## config.mk

```make
export PLATFORM = sky130hd
export DESIGN_NAME = dm_gate_top
export DESIGN_NICKNAME = d
export VERILOG_FILES = /design/src/logic/dm_gate_pkg.sv /design/src/logic/dm_late_debug_regs.sv /design/src/logic/dm_lc_enable.sv /design/src/logic/dm_ndm_reset_tracker.sv /design/src/logic/dm_gate_top.sv
export SDC_FILE = /design/constraint.sdc
export NUM_CORES = 1
export LEC_CHECK = 0
export BUFFER_PORTS_ARGS = -buffer_cell sky130_fd_sc_hd__buf_2
export CAP_MARGIN = 20
export CORE_AREA = 2 2 76 78
export CTS_BUF_LIST = sky130_fd_sc_hd__clkbuf_16
export DETAILED_ROUTE_END_ITERATION = 16
export DIE_AREA = 0 0 78 80
export GPL_TIMING_DRIVEN = 0
export PLACE_DENSITY_LB_ADDON = 0.1
export RECOVER_POWER = 25
export SLEW_MARGIN = 10
export SYNTH_ARGS = -nofsm -noshare
export SYNTH_HDL_FRONTEND = slang
export SYNTH_HIERARCHICAL = 1
export SYNTH_SLANG_ARGS = --single-unit
```

## constraint.sdc

```tcl
create_clock -name clk_i -period 2.4 [get_ports clk_i]
set_clock_uncertainty 0.2 [all_clocks]
set_input_delay 0.12 -clock clk_i [delete_from_list [all_inputs] [get_ports clk_i]]
set_output_delay 0.12 -clock clk_i [all_outputs]
set_load 0.1 [all_outputs]
```

## src/logic/dm_gate_pkg.sv

```systemverilog
// Shared widths, multibit encodings and enable slot indices, sized for a fixed hart count of two
package dm_gate_pkg;

  ////////////////////////////////////////
  // Widths and multibit encodings
  ////////////////////////////////////////

  // CSR data word
  typedef logic [31:0] word_t;

  // Life cycle multibit enable, one bit per lane
  localparam int LcTxWidth = 4;
  typedef logic [LcTxWidth-1:0] lc_tx_t;
  localparam lc_tx_t LcTxOn  = 4'b1010;
  localparam lc_tx_t LcTxOff = 4'b0101;

  // OTP multibit value
  typedef logic [7:0] mubi8_t;
  localparam mubi8_t MuBi8True  = 8'h96;
  localparam mubi8_t MuBi8False = 8'h69;

  // CSR multibit value, the false pattern doubles as reset value
  typedef logic [31:0] mubi32_t;
  localparam mubi32_t MuBi32True  = 32'h96969696;
  localparam mubi32_t MuBi32False = 32'h69696969;

  ////////////////////////////////////////
  // Harts and gated functions
  ////////////////////////////////////////

  localparam int NumHarts = 2;
  typedef logic [NumHarts-1:0] hart_vec_t;

  // Flop depth of every synchronizer
  localparam int SyncStages = 2;

  // Debug request slots start right after the three bus functions
  localparam int LcEnDebugReqVal = 3;
  localparam int LcEnResetReqVal = LcEnDebugReqVal + NumHarts;
  // Room for the reset slot plus the count that follows it
  localparam int LcEnIdxWidth    = $clog2(LcEnResetReqVal + 2);

  // One slot per gated function, debug requests take NumHarts slots
  typedef enum logic [LcEnIdxWidth-1:0] {
    LcEnFetch,
    LcEnRom,
    LcEnSba,
    LcEnDebugReq,
    LcEnResetReq = LcEnIdxWidth'(LcEnResetReqVal),
    LcEnLastPos
  } lc_en_e;

endpackage

```

## src/logic/dm_late_debug_regs.sv

```systemverilog
// Write strobe must already be address decoded and only the exact MuBi32True word enables late debug
`timescale 1ns/1ps

module dm_late_debug_regs (
  input  logic                clk_i,
  input  logic                rst_ni,
  // Qualified write strobe and data
  input  logic                reg_we_i,
  input  dm_gate_pkg::word_t  reg_wdata_i,
  // Read-back of the stored word
  output dm_gate_pkg::word_t  reg_rdata_o,
  // Decoded late debug enable
  output logic                late_debug_en_o
);

  ////////////////////////////////////////
  // Late debug enable CSR
  ////////////////////////////////////////

  dm_gate_pkg::mubi32_t late_debug_q;

  // Starts disabled, loads the full word on every strobe
  always_ff @(posedge clk_i or negedge rst_ni) begin
    if (!rst_ni) begin
      late_debug_q <= dm_gate_pkg::MuBi32False;
    end else if (reg_we_i) begin
      late_debug_q <= dm_gate_pkg::mubi32_t'(reg_wdata_i);
    end
  end

  // Software sees exactly what it wrote, invalid patterns included
  assign reg_rdata_o = dm_gate_pkg::word_t'(late_debug_q);

  ////////////////////////////////////////
  // Strict decode
  ////////////////////////////////////////

  // Any pattern other than the true encoding counts as disabled
  assign late_debug_en_o = (late_debug_q == dm_gate_pkg::MuBi32True);

endmodule

```

## src/logic/dm_lc_enable.sv

```systemverilog
// Inputs are treated as asynchronous and enables lag any input change by SyncStages clock edges
`timescale 1ns/1ps

module dm_lc_enable (
  input  logic                   clk_i,
  input  logic                   rst_ni,
  // Life cycle and OTP controls, from other clock domains
  input  dm_gate_pkg::lc_tx_t    lc_hw_debug_en_i,
  input  dm_gate_pkg::lc_tx_t    lc_dft_en_i,
  input  dm_gate_pkg::mubi8_t    otp_dis_late_debug_i,
  // From the late debug CSR, already in this domain
  input  logic                   late_debug_en_i,
  // Per-function enables
  output logic                   fetch_en_o,
  output logic                   rom_en_o,
  output logic                   sba_en_o,
  output dm_gate_pkg::hart_vec_t debug_req_en_o,
  output logic                   reset_req_en_o
);

  ////////////////////////////////////////
  // Input synchronizers
  ////////////////////////////////////////

  dm_gate_pkg::lc_tx_t hw_debug_sync_q [dm_gate_pkg::SyncStages];
  dm_gate_pkg::lc_tx_t dft_sync_q      [dm_gate_pkg::SyncStages];
  dm_gate_pkg::mubi8_t otp_dis_sync_q  [dm_gate_pkg::SyncStages];

  // Reset values all decode as disabled
  always_ff @(posedge clk_i or negedge rst_ni) begin
    if (!rst_ni) begin
      for (int i = 0; i < dm_gate_pkg::SyncStages; i++) begin
        hw_debug_sync_q[i] <= dm_gate_pkg::LcTxOff;
        dft_sync_q[i]      <= dm_gate_pkg::LcTxOff;
        otp_dis_sync_q[i]  <= dm_gate_pkg::MuBi8False;
      end
    end else begin
      hw_debug_sync_q[0] <= lc_hw_debug_en_i;
      dft_sync_q[0]      <= lc_dft_en_i;
      otp_dis_sync_q[0]  <= otp_dis_late_debug_i;
      // Shift towards the last stage
      for (int i = 1; i < dm_gate_pkg::SyncStages; i++) begin
        hw_debug_sync_q[i] <= hw_debug_sync_q[i-1];
        dft_sync_q[i]      <= dft_sync_q[i-1];
        otp_dis_sync_q[i]  <= otp_dis_sync_q[i-1];
      end
    end
  end

  ////////////////////////////////////////
  // Hardened per-lane mux
  ////////////////////////////////////////

  dm_gate_pkg::lc_tx_t debug_en_gated;

  // Each lane owns its select comparator so one fault flips one lane only
  for (genvar k = 0; k < dm_gate_pkg::LcTxWidth; k++) begin : gen_lane_mux
    logic lane_sel;
    assign lane_sel = (otp_dis_sync_q[dm_gate_pkg::SyncStages-1] == dm_gate_pkg::MuBi8True) ||
                      late_debug_en_i;
    // Debug enable when late debug is allowed, DFT enable otherwise
    assign debug_en_gated[k] = lane_sel ? hw_debug_sync_q[dm_gate_pkg::SyncStages-1][k] :
                                          dft_sync_q[dm_gate_pkg::SyncStages-1][k];
  end

  ////////////////////////////////////////
  // Strict decode per function
  ////////////////////////////////////////

  logic [int'(dm_gate_pkg::LcEnLastPos)-1:0] func_en;

  // Separate comparator per slot, only LcTxOn enables
  for (genvar s = 0; s < int'(dm_gate_pkg::LcEnLastPos); s++) begin : gen_func_en
    assign func_en[s] = (debug_en_gated == dm_gate_pkg::LcTxOn);
  end

  assign fetch_en_o     = func_en[int'(dm_gate_pkg::LcEnFetch)];
  assign rom_en_o       = func_en[int'(dm_gate_pkg::LcEnRom)];
  assign sba_en_o       = func_en[int'(dm_gate_pkg::LcEnSba)];
  assign reset_req_en_o = func_en[int'(dm_gate_pkg::LcEnResetReq)];

  // Hart slots follow LcEnDebugReq back to back
  for (genvar h = 0; h < dm_gate_pkg::NumHarts; h++) begin : gen_hart_en
    assign debug_req_en_o[h] = func_en[int'(dm_gate_pkg::LcEnDebugReq) + h];
  end

endmodule

```

## src/logic/dm_ndm_reset_tracker.sv

```systemverilog
// rst_lc_ni may be asynchronous to clk_i and the request must stay high until the life cycle reset is seen
`timescale 1ns/1ps

module dm_ndm_reset_tracker (
  input  logic clk_i,
  input  logic rst_ni,
  // Life cycle reset of the rest of the system
  input  logic rst_lc_ni,
  // Raw NDM reset request, not gated
  input  logic ndmreset_req_i,
  // Reset request path enabled by life cycle
  input  logic reset_req_en_i,
  // One-cycle pulse once a full reset cycle has completed
  output logic ndmreset_ack_o
);

  ////////////////////////////////////////
  // Life cycle reset detection
  ////////////////////////////////////////

  logic [dm_gate_pkg::SyncStages-1:0] lc_rst_async_q;
  logic [dm_gate_pkg::SyncStages-1:0] lc_rst_sync_q;
  logic                               lc_rst_asserted;

  // Forced to ones while rst_lc_ni is low, drains to zero after release
  always_ff @(posedge clk_i or negedge rst_lc_ni) begin
    if (!rst_lc_ni) begin
      lc_rst_async_q <= '1;
    end else begin
      lc_rst_async_q <= {lc_rst_async_q[dm_gate_pkg::SyncStages-2:0], 1'b0};
    end
  end

  // Output of the first stage can go metastable on reset assertion
  // so it is resampled in our own reset domain
  always_ff @(posedge clk_i or negedge rst_ni) begin
    if (!rst_ni) begin
      lc_rst_sync_q <= '0;
    end else begin
      lc_rst_sync_q <= {lc_rst_sync_q[dm_gate_pkg::SyncStages-2:0],
                        lc_rst_async_q[dm_gate_pkg::SyncStages-1]};
    end
  end

  assign lc_rst_asserted = lc_rst_sync_q[dm_gate_pkg::SyncStages-1];

  ////////////////////////////////////////
  // Pending flags
  ////////////////////////////////////////

  logic ndmreset_pending_q;
  logic lc_rst_pending_q;
  logic ndmreset_ack;

  always_ff @(posedge clk_i or negedge rst_ni) begin
    if (!rst_ni) begin
      ndmreset_pending_q <= 1'b0;
      lc_rst_pending_q   <= 1'b0;
    end else begin
      // Latch a new request only when none is outstanding
      if (ndmreset_req_i && !ndmreset_pending_q) begin
        ndmreset_pending_q <= 1'b1;
      end else if (ndmreset_ack && ndmreset_pending_q) begin
        ndmreset_pending_q <= 1'b0;
      end
      // Only life cycle resets seen during a pending request count
      if (ndmreset_pending_q && lc_rst_asserted) begin
        lc_rst_pending_q <= 1'b1;
      end else if (ndmreset_ack && lc_rst_pending_q) begin
        lc_rst_pending_q <= 1'b0;
      end
    end
  end

  ////////////////////////////////////////
  // Acknowledge
  ////////////////////////////////////////

  // Request seen, reset seen, both released, path still enabled
  // Flags clear on the next edge so the ack lasts one cycle
  assign ndmreset_ack = ndmreset_pending_q &&
                        lc_rst_pending_q &&
                        !ndmreset_req_i &&
                        !lc_rst_asserted &&
                        reset_req_en_i;

  assign ndmreset_ack_o = ndmreset_ack;

endmodule

```

## src/logic/dm_gate_top.sv

```systemverilog
// Debug module core is external and its requests are gated here by life cycle enables without flush
`timescale 1ns/1ps

module dm_gate_top (
  input  logic                   clk_i,
  input  logic                   rst_ni,
  // Life cycle reset of the rest of the system
  input  logic                   rst_lc_ni,
  // Life cycle and OTP controls
  input  dm_gate_pkg::lc_tx_t    lc_hw_debug_en_i,
  input  dm_gate_pkg::lc_tx_t    lc_dft_en_i,
  input  dm_gate_pkg::mubi8_t    otp_dis_late_debug_i,
  // Late debug CSR access
  input  logic                   reg_we_i,
  input  dm_gate_pkg::word_t     reg_wdata_i,
  output dm_gate_pkg::word_t     reg_rdata_o,
  // Requests from the debug module core
  input  logic                   ndmreset_req_i,
  input  dm_gate_pkg::hart_vec_t debug_req_i,
  // Gated function enables
  output logic                   fetch_en_o,
  output logic                   rom_en_o,
  output logic                   sba_en_o,
  // Gated requests and NDM reset acknowledge
  output dm_gate_pkg::hart_vec_t debug_req_o,
  output logic                   ndmreset_req_o,
  output logic                   ndmreset_ack_o
);

  logic                   late_debug_en;
  dm_gate_pkg::hart_vec_t debug_req_en;
  logic                   reset_req_en;

  ////////////////////////////////////////
  // CSR and enable logic
  ////////////////////////////////////////

  dm_late_debug_regs i_regs (
    .clk_i           (clk_i),
    .rst_ni          (rst_ni),
    .reg_we_i        (reg_we_i),
    .reg_wdata_i     (reg_wdata_i),
    .reg_rdata_o     (reg_rdata_o),
    .late_debug_en_o (late_debug_en)
  );

  dm_lc_enable i_lc_enable (
    .clk_i                (clk_i),
    .rst_ni               (rst_ni),
    .lc_hw_debug_en_i     (lc_hw_debug_en_i),
    .lc_dft_en_i          (lc_dft_en_i),
    .otp_dis_late_debug_i (otp_dis_late_debug_i),
    .late_debug_en_i      (late_debug_en),
    .fetch_en_o           (fetch_en_o),
    .rom_en_o             (rom_en_o),
    .sba_en_o             (sba_en_o),
    .debug_req_en_o       (debug_req_en),
    .reset_req_en_o       (reset_req_en)
  );

  // Requests pass straight through once enabled
  assign debug_req_o    = debug_req_i & debug_req_en;
  assign ndmreset_req_o = ndmreset_req_i & reset_req_en;

  ////////////////////////////////////////
  // NDM reset tracking
  ////////////////////////////////////////

  // Tracker watches the raw request, gating only blocks the ack
  dm_ndm_reset_tracker i_ndm_tracker (
    .clk_i          (clk_i),
    .rst_ni         (rst_ni),
    .rst_lc_ni      (rst_lc_ni),
    .ndmreset_req_i (ndmreset_req_i),
    .reset_req_en_i (reset_req_en),
    .ndmreset_ack_o (ndmreset_ack_o)
  );

endmodule

```

After elaboration in Yosys (flattened, before gate mapping)
Index checks and enable logic that the tools add are counted.
Operators by class
  eq/ne operators: 3
  reduce and logical (&&, ||, !) cells: 14
  mux-type cells: 8
  bitwise logic cells: 2
Operators by type and width (number)
  $eq 32x32->1 const B: 1
  $eq 8x8->1 const B: 1
  $logic_and 1x1->1: 8
  $mux 1: 8
  $eq 4x4->1 const B: 1
  $reduce_bool 2->1: 2
  $logic_not 1->1: 3
  $and 2x2->2: 1
  $and 1x1->1: 1
  $logic_or 1x1->1: 1
Storage, ports and cells
  input bits: 55
  word-level logic and storage cells: 38
  output and inout port bits: 39
  register bits after elaboration: 70

Depth between registers and ports, before layout
Gate-level depths: netlist of run 1.
  word-level depth: 8
  gate-level depth with buffers: 8
  mapped depth without buffers: 7

Modules after synthesis
The synthesis of run 1 kept the hierarchy.
By module, submodules not included
  dm_late_debug_regs: sequential area each 820.8 um2, times used 1, area an instance 1461.4 um2, cells an instance 79
  dm_lc_enable: sequential area each 820.8 um2, times used 1, area an instance 919.6 um2, cells an instance 43
  dm_ndm_reset_tracker: sequential area each 152.6 um2, times used 1, area an instance 200.2 um2, cells an instance 12
  dm_gate_top: sequential area each 0.0 um2, times used 1, area an instance 18.8 um2, cells an instance 3

Least setup slack after synthesis of run 1
OpenSTA, ideal clock, no wires.
  path kind: register to output
  start point: reg i_regs.late_debug_q[28] (netlist: i_regs/reg_rdata_o[28])
  end point: out ndmreset_ack_o
  slack: -1.887 ns
  cell stages (with the launch flop): 9
  buffers on the path: 1
  arrival: 3.967 ns
  required time: 2.080 ns
  path through: dfrtp_1 nor4bb_1 nand4_1 nor2_1 a21oi_1 mux2_1 buf_4 nand3b_1 nor3b_2
On the way
  cells in the longest elaborated chain, start to end: 5
  elaborated cells between the ends (all ways): 8
  those cells by class: eq/ne: 2; mux: 4; reduce/logical: 2
Ends and longest elaborated chain
  from (decl): RTL line dm_late_debug_regs.sv:20  | dm_gate_pkg::mubi32_t late_debug_q;
  from (signal assigned): RTL line dm_late_debug_regs.sv:25  | late_debug_q <= dm_gate_pkg::MuBi32False;
  from (signal assigned): RTL line dm_late_debug_regs.sv:27  | late_debug_q <= dm_gate_pkg::mubi32_t'(reg_wdata_i);
  $eq 32x32->1 *: RTL line dm_late_debug_regs.sv:39  | assign late_debug_en_o = (late_debug_q == dm_gate_pkg::MuBi32True);
  named net late_debug_en: RTL line dm_gate_top.sv:30  | logic late_debug_en;
  $logic_or 1x1->1 *: RTL line dm_lc_enable.sv:59  | assign lane_sel = (otp_dis_sync_q[dm_gate_pkg::SyncStages-1] == dm_gate_pkg::MuBi8True) ||
  $mux 1: RTL line dm_lc_enable.sv:62  | assign debug_en_gated[k] = lane_sel ? hw_debug_sync_q[dm_gate_pkg::SyncStages-1][k] :
  $eq 4x4->1 *
  named net fetch_en_o: RTL line dm_gate_top.sv:21  | output logic fetch_en_o,
  $logic_and 1x1->1 *: RTL line dm_ndm_reset_tracker.sv:84  | !lc_rst_asserted &&
  to (decl): RTL line dm_gate_top.sv:27  | output logic ndmreset_ack_o
Mark *: on every way through the listed nets, which the timed path passes. The rest lies on a longest branch.

Worst setup path after layout of run 1
  start point: reg i_regs.late_debug_q[0] (netlist: i_regs/reg_rdata_o[0])
  end point: out ndmreset_ack_o
On the way
  cells in the longest elaborated chain, start to end: 5
  elaborated cells between the ends (all ways): 8
  those cells by class: eq/ne: 2; mux: 4; reduce/logical: 2
Ends and longest elaborated chain
  $eq 32x32->1 *: RTL line dm_late_debug_regs.sv:39
  named net late_debug_en: RTL line dm_gate_top.sv:30
  $logic_or 1x1->1 *: RTL line dm_lc_enable.sv:59
  $mux 1: RTL line dm_lc_enable.sv:62
  $eq 4x4->1 *: RTL line dm_lc_enable.sv:74  | assign func_en[s] = (debug_en_gated == dm_gate_pkg::LcTxOn);
  named net reset_req_en: RTL line dm_gate_top.sv:32  | logic reset_req_en;
  $logic_and 1x1->1 *: RTL line dm_ndm_reset_tracker.sv:84
Marked as above.

==> summary.txt, run 1 <==
Min path
  • Hold/Removal Path Class: input pin to flip-flop
  • Hold-critical path depth: 3

Worst setup path
  • CP Max Fanout: 4
  • Critical path arrival: 2380 ps
  • Kind of start point of the critical path: flip-flop
  • R2R depth: 9
  • Crit path required time: 2080 ps
  • Setup crit end kind: output port
  • Critical path type: flip-flop to output port

Timing
  • Relative slew slack: 46.2%
  • Setup WS post-layout: -300 ps
  • Setup TNS: -1540 ps
  • Final cycle utilization of the critical path: 113%
  • Final Setup Violations: 7
  • Worst Hold Slack: 26.1 ps
  • RSZ-0062 raised after global routing: yes
  • Pins Over Slew Limit: 0
  • FMAX: 370 MHz
  • Final Hold Fails: 0
  • Min Tclk post-route: 2700 ps
  • Worst Tran Pin Value: 808 ps

Global routing
  • Total grt overflow: 0
  • GRT Overall Usage: 19.8%
  • Initial antenna violation count: 0
  • Vias in the first global route: 1,914
  • First-pass GRT wire length: 9260 um
  • Largest net degree at the start of global routing: 69

Clock tree
  • Number of clock sinks: 70
  • Clock transition at path regs: 60 ps
  • CTS tree: done
  • Clk buf depth: 2
  • H-tree Lvls: 3
  • Clock latency at the later pin of the worst-skew pair: 320 ps
  • Root Buffer: clkbuf_16
  • Number of CTS-inserted buffers: 9

Yosys
  • Post-synth top area share: 34.6%
  • Post-synth EDFFs: 0
  • Main synth FF type: dfrtp_1
  • Area contributors post-synth: dfrtp_1, dfstp_2, mux2_4
  • Main combinational cell family by area after synthesis: multiplexers
  • XOR/XNOR share of the synthesized area: 0%
  • Mux share of post-synthesis cell area: 18.6%
  • Post-synth ARST share: 100%
  • Post-Synth Adder-Cell Area: 0%
  • Synth Area in Simple Gates: 7.22%
  • Synth area leader: dfrtp_1
  • Synth Area in Compound Gates: 0.818%
  • Post-synthesis net count: 192
  • Synth Cell Area: 0.00260 mm2
  • YS warnings: 6
  • Cell count after synthesis: 137
  • Yosys reg bits: 70
  • Post-synthesis sequential area ratio: 69.0%
  • Syn_area_per_cell: 19.0 um2
  • Synth unique cells: 19

Placement
  • Pre-CTS setup slack: -259 ps
  • PortBufs: 92
  • Post-Place Cells: 301
  • GP Congestion: 0.733
  • DP Area: 0.00329 mm2
  • Detailed Place HPWL: 3370 um

Final layout
  • Area of the multi-input gates: 774 um2
  • Ant. Diodes: 0
  • Post-route cell area: 0.00432 mm2
  • Reg area: 0.00191 mm2
  • Nets: 353
  • Final Non-Filler Cells: 375
  • Final core occ: 79.9%
  • Area grow syn2layout: 66.2%
  • Filler Cell Count: 305
  • Share of cells above drive strength 1: 69.0%

Floorplan
  • # rows: 27
  • Die W: 78 um
  • IO Count: 94
  • CORE AREA: 0.00541 mm2
  • Initial core utilization: 48.1%
  • DIE AREA: 0.00624 mm2
  • Die Y: 80 um

Routing
  • Avg Vias per Cell: 4.60
  • # DRC: 0
  • Vias: 1,724
  • Routed Antenna Nets: 0
  • DR pass1 iterations: 4
  • Final WL: 5610 um
  • Iteration-0 DRC Markers: 47
  • Routed len/inst: 15.0 um

Pwr
  • PwrDens: 794 mW/mm2
  • Worst vdd ir: 667 uV
  • Total power: 3.43 mW
  • Pleak: 1.98 nW

Job
  • Max-cap viol count: 0

Run status
  • Status: finished, violations left
  • Violated checks: negative setup slack
## critical path, cell delays in order, from the launching register on
cell      delay [ps]
dfstp_4          480
nor4bb_4         300
nand4_1          170
nor2_1           160
a21oi_2           60
mux2_4           230
buf_6            100
nand3b_1         120
nor3b_4          240
buf_12           200
## cell families (layout without fill, tap and decap cells)
group	after synthesis	after routing
flops	70	70
mux	33	33
simple gates	21	21
buf+inv	9	175
compound gates	3	3
other cells	1	1
## path summary, 6_finish.rpt
path	startpoint	slack, ps	end
max in group asynchronous	rst_ni	1140	i_regs/reg_rdata_o[20]
min in group asynchronous	rst_lc_ni	110	i_ndm_tracker/lc_rst_async_q[1]
worst min-delay path	reg_we_i	30	i_regs/reg_rdata_o[1]
worst max register to register	i_regs/reg_rdata_o[0]	190	i_ndm_tracker/lc_rst_pending_q
worst min register to register	i_lc_enable/hw_debug_sync_q[7]	150	i_lc_enable/hw_debug_sync_q[3]
worst max-delay path	i_regs/reg_rdata_o[0]	-300	ndmreset_ack_o
## flip-flops by register name (all words and copies together) (netlist names)
name                              count
i_lc_enable/dft_sync_q                8
i_lc_enable/hw_debug_sync_q           8
i_lc_enable/otp_dis_sync_q           16
i_ndm_tracker/lc_rst_async_q          2
i_ndm_tracker/lc_rst_pending_q        1
i_ndm_tracker/lc_rst_sync_q           2
i_ndm_tracker/ndmreset_pending_q      1
i_regs/reg_rdata_o                   32
## cell usage after synthesis, types with 2 or more instances
| master | n |
|---|---|
| nand3b_1 | 2 |
| mux2_2 | 2 |
| buf_4 | 5 |
| nor4bb_1 | 10 |
| and4bb_1 | 2 |
| dfrtp_1 | 36 |
| buf_12 | 3 |
| nand4_1 | 2 |
| and2_1 | 3 |
| dfstp_2 | 34 |
| mux2_4 | 30 |
## layer usage
layer | GRT usage (%) | vias up | share of wire [%] | routed length, um
met2 | 33.9 | 66 | 52 | 2890
met1 | 24.0 | 841 | 42 | 2340
li1 | - | 807 | - | -
met3 | 4.64 | 10 | 4.8 | 271
met5 | 0 | - | 0 | 0
met4 | 9.12 | 0 | 1.8 | 102
## cell usage in the layout, fill, tap and decap left out
cell type | Yosys | layout
buf_4 | 5 | 7
nand4_1 | 2 | 2
and2_4 | 0 | 3
buf_2 | 0 | 83
a21oi_2 | 0 | 1
mux2_2 | 2 | 2
dfrtp_1 | 36 | 20
dfrtp_4 | 0 | 13
a22o_1 | 1 | 1
inv_4 | 0 | 2
mux2_4 | 30 | 26
clkbuf_16 | 0 | 10
clkinv_2 | 0 | 2
a21o_1 | 1 | 1
dlygate4sd3_1 | 0 | 53
dfstp_4 | 0 | 16
buf_12 | 3 | 10
and4bb_1 | 2 | 2
inv_6 | 0 | 1
buf_6 | 1 | 5
nor3b_4 | 0 | 1
clkinv_4 | 0 | 1
nor4bb_1 | 10 | 5
dfrtp_2 | 0 | 3
clkbuf_1 | 0 | 1
mux2_1 | 1 | 5
dfstp_2 | 34 | 18
nor2_1 | 1 | 1
conb_1 | 1 | 1
nand3b_1 | 2 | 2
nor4bb_4 | 0 | 5
## cell type report
| cell class | count | area share [%] |
|---|---|---|
| Clock buffer | 10 | 5.79 |
| Sequential cell | 70 | 44.1 |
| Tap cell | 72 | 2.09 |
| Multi-Input combinational cell | 58 | 17.9 |
| Timing Repair Buffer | 151 | 26.5 |
| Buffer | 8 | 2.61 |
| Clock inverter | 6 | 0.927 |
## where the power goes
group	total, mW	internal [mW]	switching, mW
combinational	0.792	0.254	0.539
clock	1.24	0.763	0.480
sequential	1.40	1.33	0.0641
## what timing repair did
item | in CTS | in global routing
endpoints found under the setup margin | 7 | 7
hold buffers | 53 | 0
pin swaps | 2 | 1
buffers inserted | 5 | 1
endpoints found under the hold margin | 88 | 0
gates resized for setup | 41 | 3
No activity file was read; power rests on OpenSTA's default activity.
==> run 2: changes to the inputs <==
--- a/config.mk
+++ b/config.mk
@@ -7,10 +7,10 @@
 export LEC_CHECK = 0
 export BUFFER_PORTS_ARGS = -buffer_cell sky130_fd_sc_hd__buf_2
 export CAP_MARGIN = 20
-export CORE_AREA = 2 2 76 78
+export CORE_AREA = 2 2 65 92
 export CTS_BUF_LIST = sky130_fd_sc_hd__clkbuf_16
 export DETAILED_ROUTE_END_ITERATION = 16
-export DIE_AREA = 0 0 78 80
+export DIE_AREA = 0 0 67 94
 export GPL_TIMING_DRIVEN = 0
 export PLACE_DENSITY_LB_ADDON = 0.1
 export RECOVER_POWER = 25
==> summary.txt, run 2 (synthesized netlist as in run 1, its figures left out) <==
Clock tree
  • CTS tree: done
  • Number of clock sinks: 70
  • Clock transition at path regs: 60 ps
  • Root Buffer: clkbuf_16
  • Number of CTS-inserted buffers: 9
  • Clk buf depth: 2
  • Clock latency at the later pin of the worst-skew pair: 320 ps
  • H-tree Lvls: 3

Final layout
  • Final core occ: 80.0%
  • Area grow syn2layout: 67.5%
  • Max FFs per register: 32
  • Filler Cell Count: 318
  • Area of the multi-input gates: 766 um2
  • Reg area: 0.00191 mm2
  • Commonest non-fill, non-tap cell in the layout: buf_2
  • Ant. Diodes: 0
  • Commonest cells after routing, fill and taps aside: buf_2, dlygate4sd3_1, mux2_4, dfrtp_1, dfstp_2
  • Nets: 356
  • Share of cells above drive strength 1: 69.6%

Floorplan
  • Die Y: 94 um
  • Die W: 67 um
  • Initial core utilization: 47.7%
  • # rows: 32
  • IO Count: 94
  • CORE AREA: 0.00545 mm2
  • DIE AREA: 0.00630 mm2

Pwr
  • Internal power: 2.41 mW
  • Pleak: 1.98 nW
  • PwrDens: 803 mW/mm2
  • Clk pwr share: 37.4%
  • Switching Fraction: 31.0%
  • Total power: 3.50 mW
  • Combinational power share: 22.7%
  • Worst vdd ir: 666 uV
  • Sequential power share: 39.9%
  • Psw: 1.08 mW

Worst setup path
  • Crit path depth: 9
  • Delay-heaviest family, CP: simple AND/OR/NAND/NOR gates
  • Crit path required time: 2080 ps
  • Critical Path Slowest Stage Cell: dfstp_4
  • Setup crit end kind: output port
  • CP peak stage delay: 470 ps
  • Reg2reg start: i_regs/reg_rdata_o[27]
  • Critical path type: flip-flop to output port
  • Setup crit end: ndmreset_ack_o
  • Reg-to-reg slack, setup: 130 ps
  • Cell-by-cell trace of the critical path: nor4bb_2 -> nand4_1 -> nor2_2 -> a21oi_2 -> mux2_4 -> buf_6 -> nand3b_1 -> nor3b_4 -> buf_12
  • RR Endpoint: i_ndm_tracker/ndmreset_pending_q
  • Critical Path Start: i_regs/reg_rdata_o[27]
  • Kind of start point of the critical path: flip-flop
  • Critical path arrival: 2390 ps
  • R2R depth: 9
  • CP Max Fanout: 4
  • CP bufs+invs: 2

Timing
  • Pins Over Slew Limit: 0
  • Worst Tran Pin Value: 809 ps
  • Relative slew slack: 46.0%
  • Final Hold Fails: 0
  • FMAX: 369 MHz
  • Final Setup Violations: 7
  • Min Tclk post-route: 2710 ps
  • Setup WS post-layout: -308 ps
  • RSZ-0062 raised after global routing: yes
  • Final cycle utilization of the critical path: 113%

Global routing
  • GRT Overall Usage: 20.5%
  • First-pass GRT wire length: 9300 um
  • Total grt overflow: 0
  • Initial antenna violation count: 0
  • Vias in the first global route: 1,985
  • Largest net degree at the start of global routing: 69

Job
  • Max-cap viol count: 0

Routing
  • Iteration-0 DRC Markers: 66
  • # DRC: 0
  • DR pass1 iterations: 2
  • Final WL: 6010 um
  • Routed len/inst: 16.1 um
  • Routed Antenna Nets: 0
  • Vias: 1,773
  • Avg Vias per Cell: 4.74

Min path
  • Hold/Removal Path Class: input pin to flip-flop
  • Hold-critical path depth: 3

Placement
  • GP Congestion: 0.705
  • PortBufs: 92
  • Detailed Place HPWL: 3450 um
  • Pre-CTS setup slack: -297 ps

Run status
  • Status: finished, violations left
  • Violated checks: negative setup slack
==> run 2: cell count changes in the layout (fill, tap and decap cells not counted) <==
cell,delta
nor4bb_1,-1
nor4bb_4,-2
clkinv_4,+1
clkinv_2,-2
inv_4,-2
clkbuf_16,+1
nor4bb_2,+3
nor2_1,-1
clkinvlp_4,+1
buf_6,+1
nor2_2,+1
buf_4,+2
inv_1,+1
==> run 2: worst min-delay path, stage by stage <==
cell	delay, ps
buf_6	120
buf_12	150
mux2_1	130
==> run 2: worst min path at each step <==
stage / endpoint / startpoint
after floorplan: i_lc_enable/dft_sync_q[1] / rst_ni
after global placement: i_ndm_tracker/lc_rst_async_q[1] / rst_lc_ni
after detailed placement: i_ndm_tracker/lc_rst_async_q[0] / rst_lc_ni
after CTS: i_regs/reg_rdata_o[9] / reg_we_i
after global routing: i_regs/reg_rdata_o[1] / reg_we_i
final: i_regs/reg_rdata_o[1] / reg_we_i
==> run 2: area by class of cell <==
class / count / area share [%]
Sequential cell: 70 / 43.8
Timing Repair Buffer: 153 / 26.7
Multi-Input combinational cell: 58 / 17.6
Clock buffer: 11 / 6.32
Buffer: 9 / 2.84
Tap cell: 68 / 1.95
Clock inverter: 5 / 0.862
==> run 2: routing by layer <==
layer  track usage [%]  vias up  part of all wire, %
li1                  -      807                    -
met1              21.5      883                   39
met2              37.5       71                   54
met3              4.44       12                  4.7
met4              10.0        0                  2.2
met5                 0        -                    0
==> run 2: power groups by stage <==
| stage | Sequential (mW) | Clock, mW | Combinational, mW |
|---|---|---|---|
| 2_1_floorplan | 1.81 | 0 | 0.152 |
| 3_3_place_gp | 1.39 | 0 | 0.691 |
| 3_5_place_dp | 1.40 | 0 | 0.699 |
| 4_1_cts | 1.39 | 1.34 | 0.793 |
| 5_1_grt | 1.41 | 1.40 | 0.823 |
| 6_report | 1.39 | 1.31 | 0.795 |
==> run 2: through the flow <==
stage               cell area (um2)  instances  hold WS [ps]  setup TNS [ps]
finish                         4360        374          35.1           -1700
CTS                            4340        373          48.2           -1980
floorplan                      2730        137          -376            -755
global placement               3280        297          -128            -480
detailed placement             3280        297          -120            -520
global route                   4360        374          33.7           -2680
==> run 2: what timing repair did <==
| item | CTS | global route |
|---|---|---|
| resized for setup | 39 | 6 |
| hold buffers | 53 | 0 |
| setup endpoints to repair | 7 | 8 |
| hold endpoints to repair | 87 | 0 |
| pin swaps | 4 | 5 |
| buffers inserted | 7 | 2 |
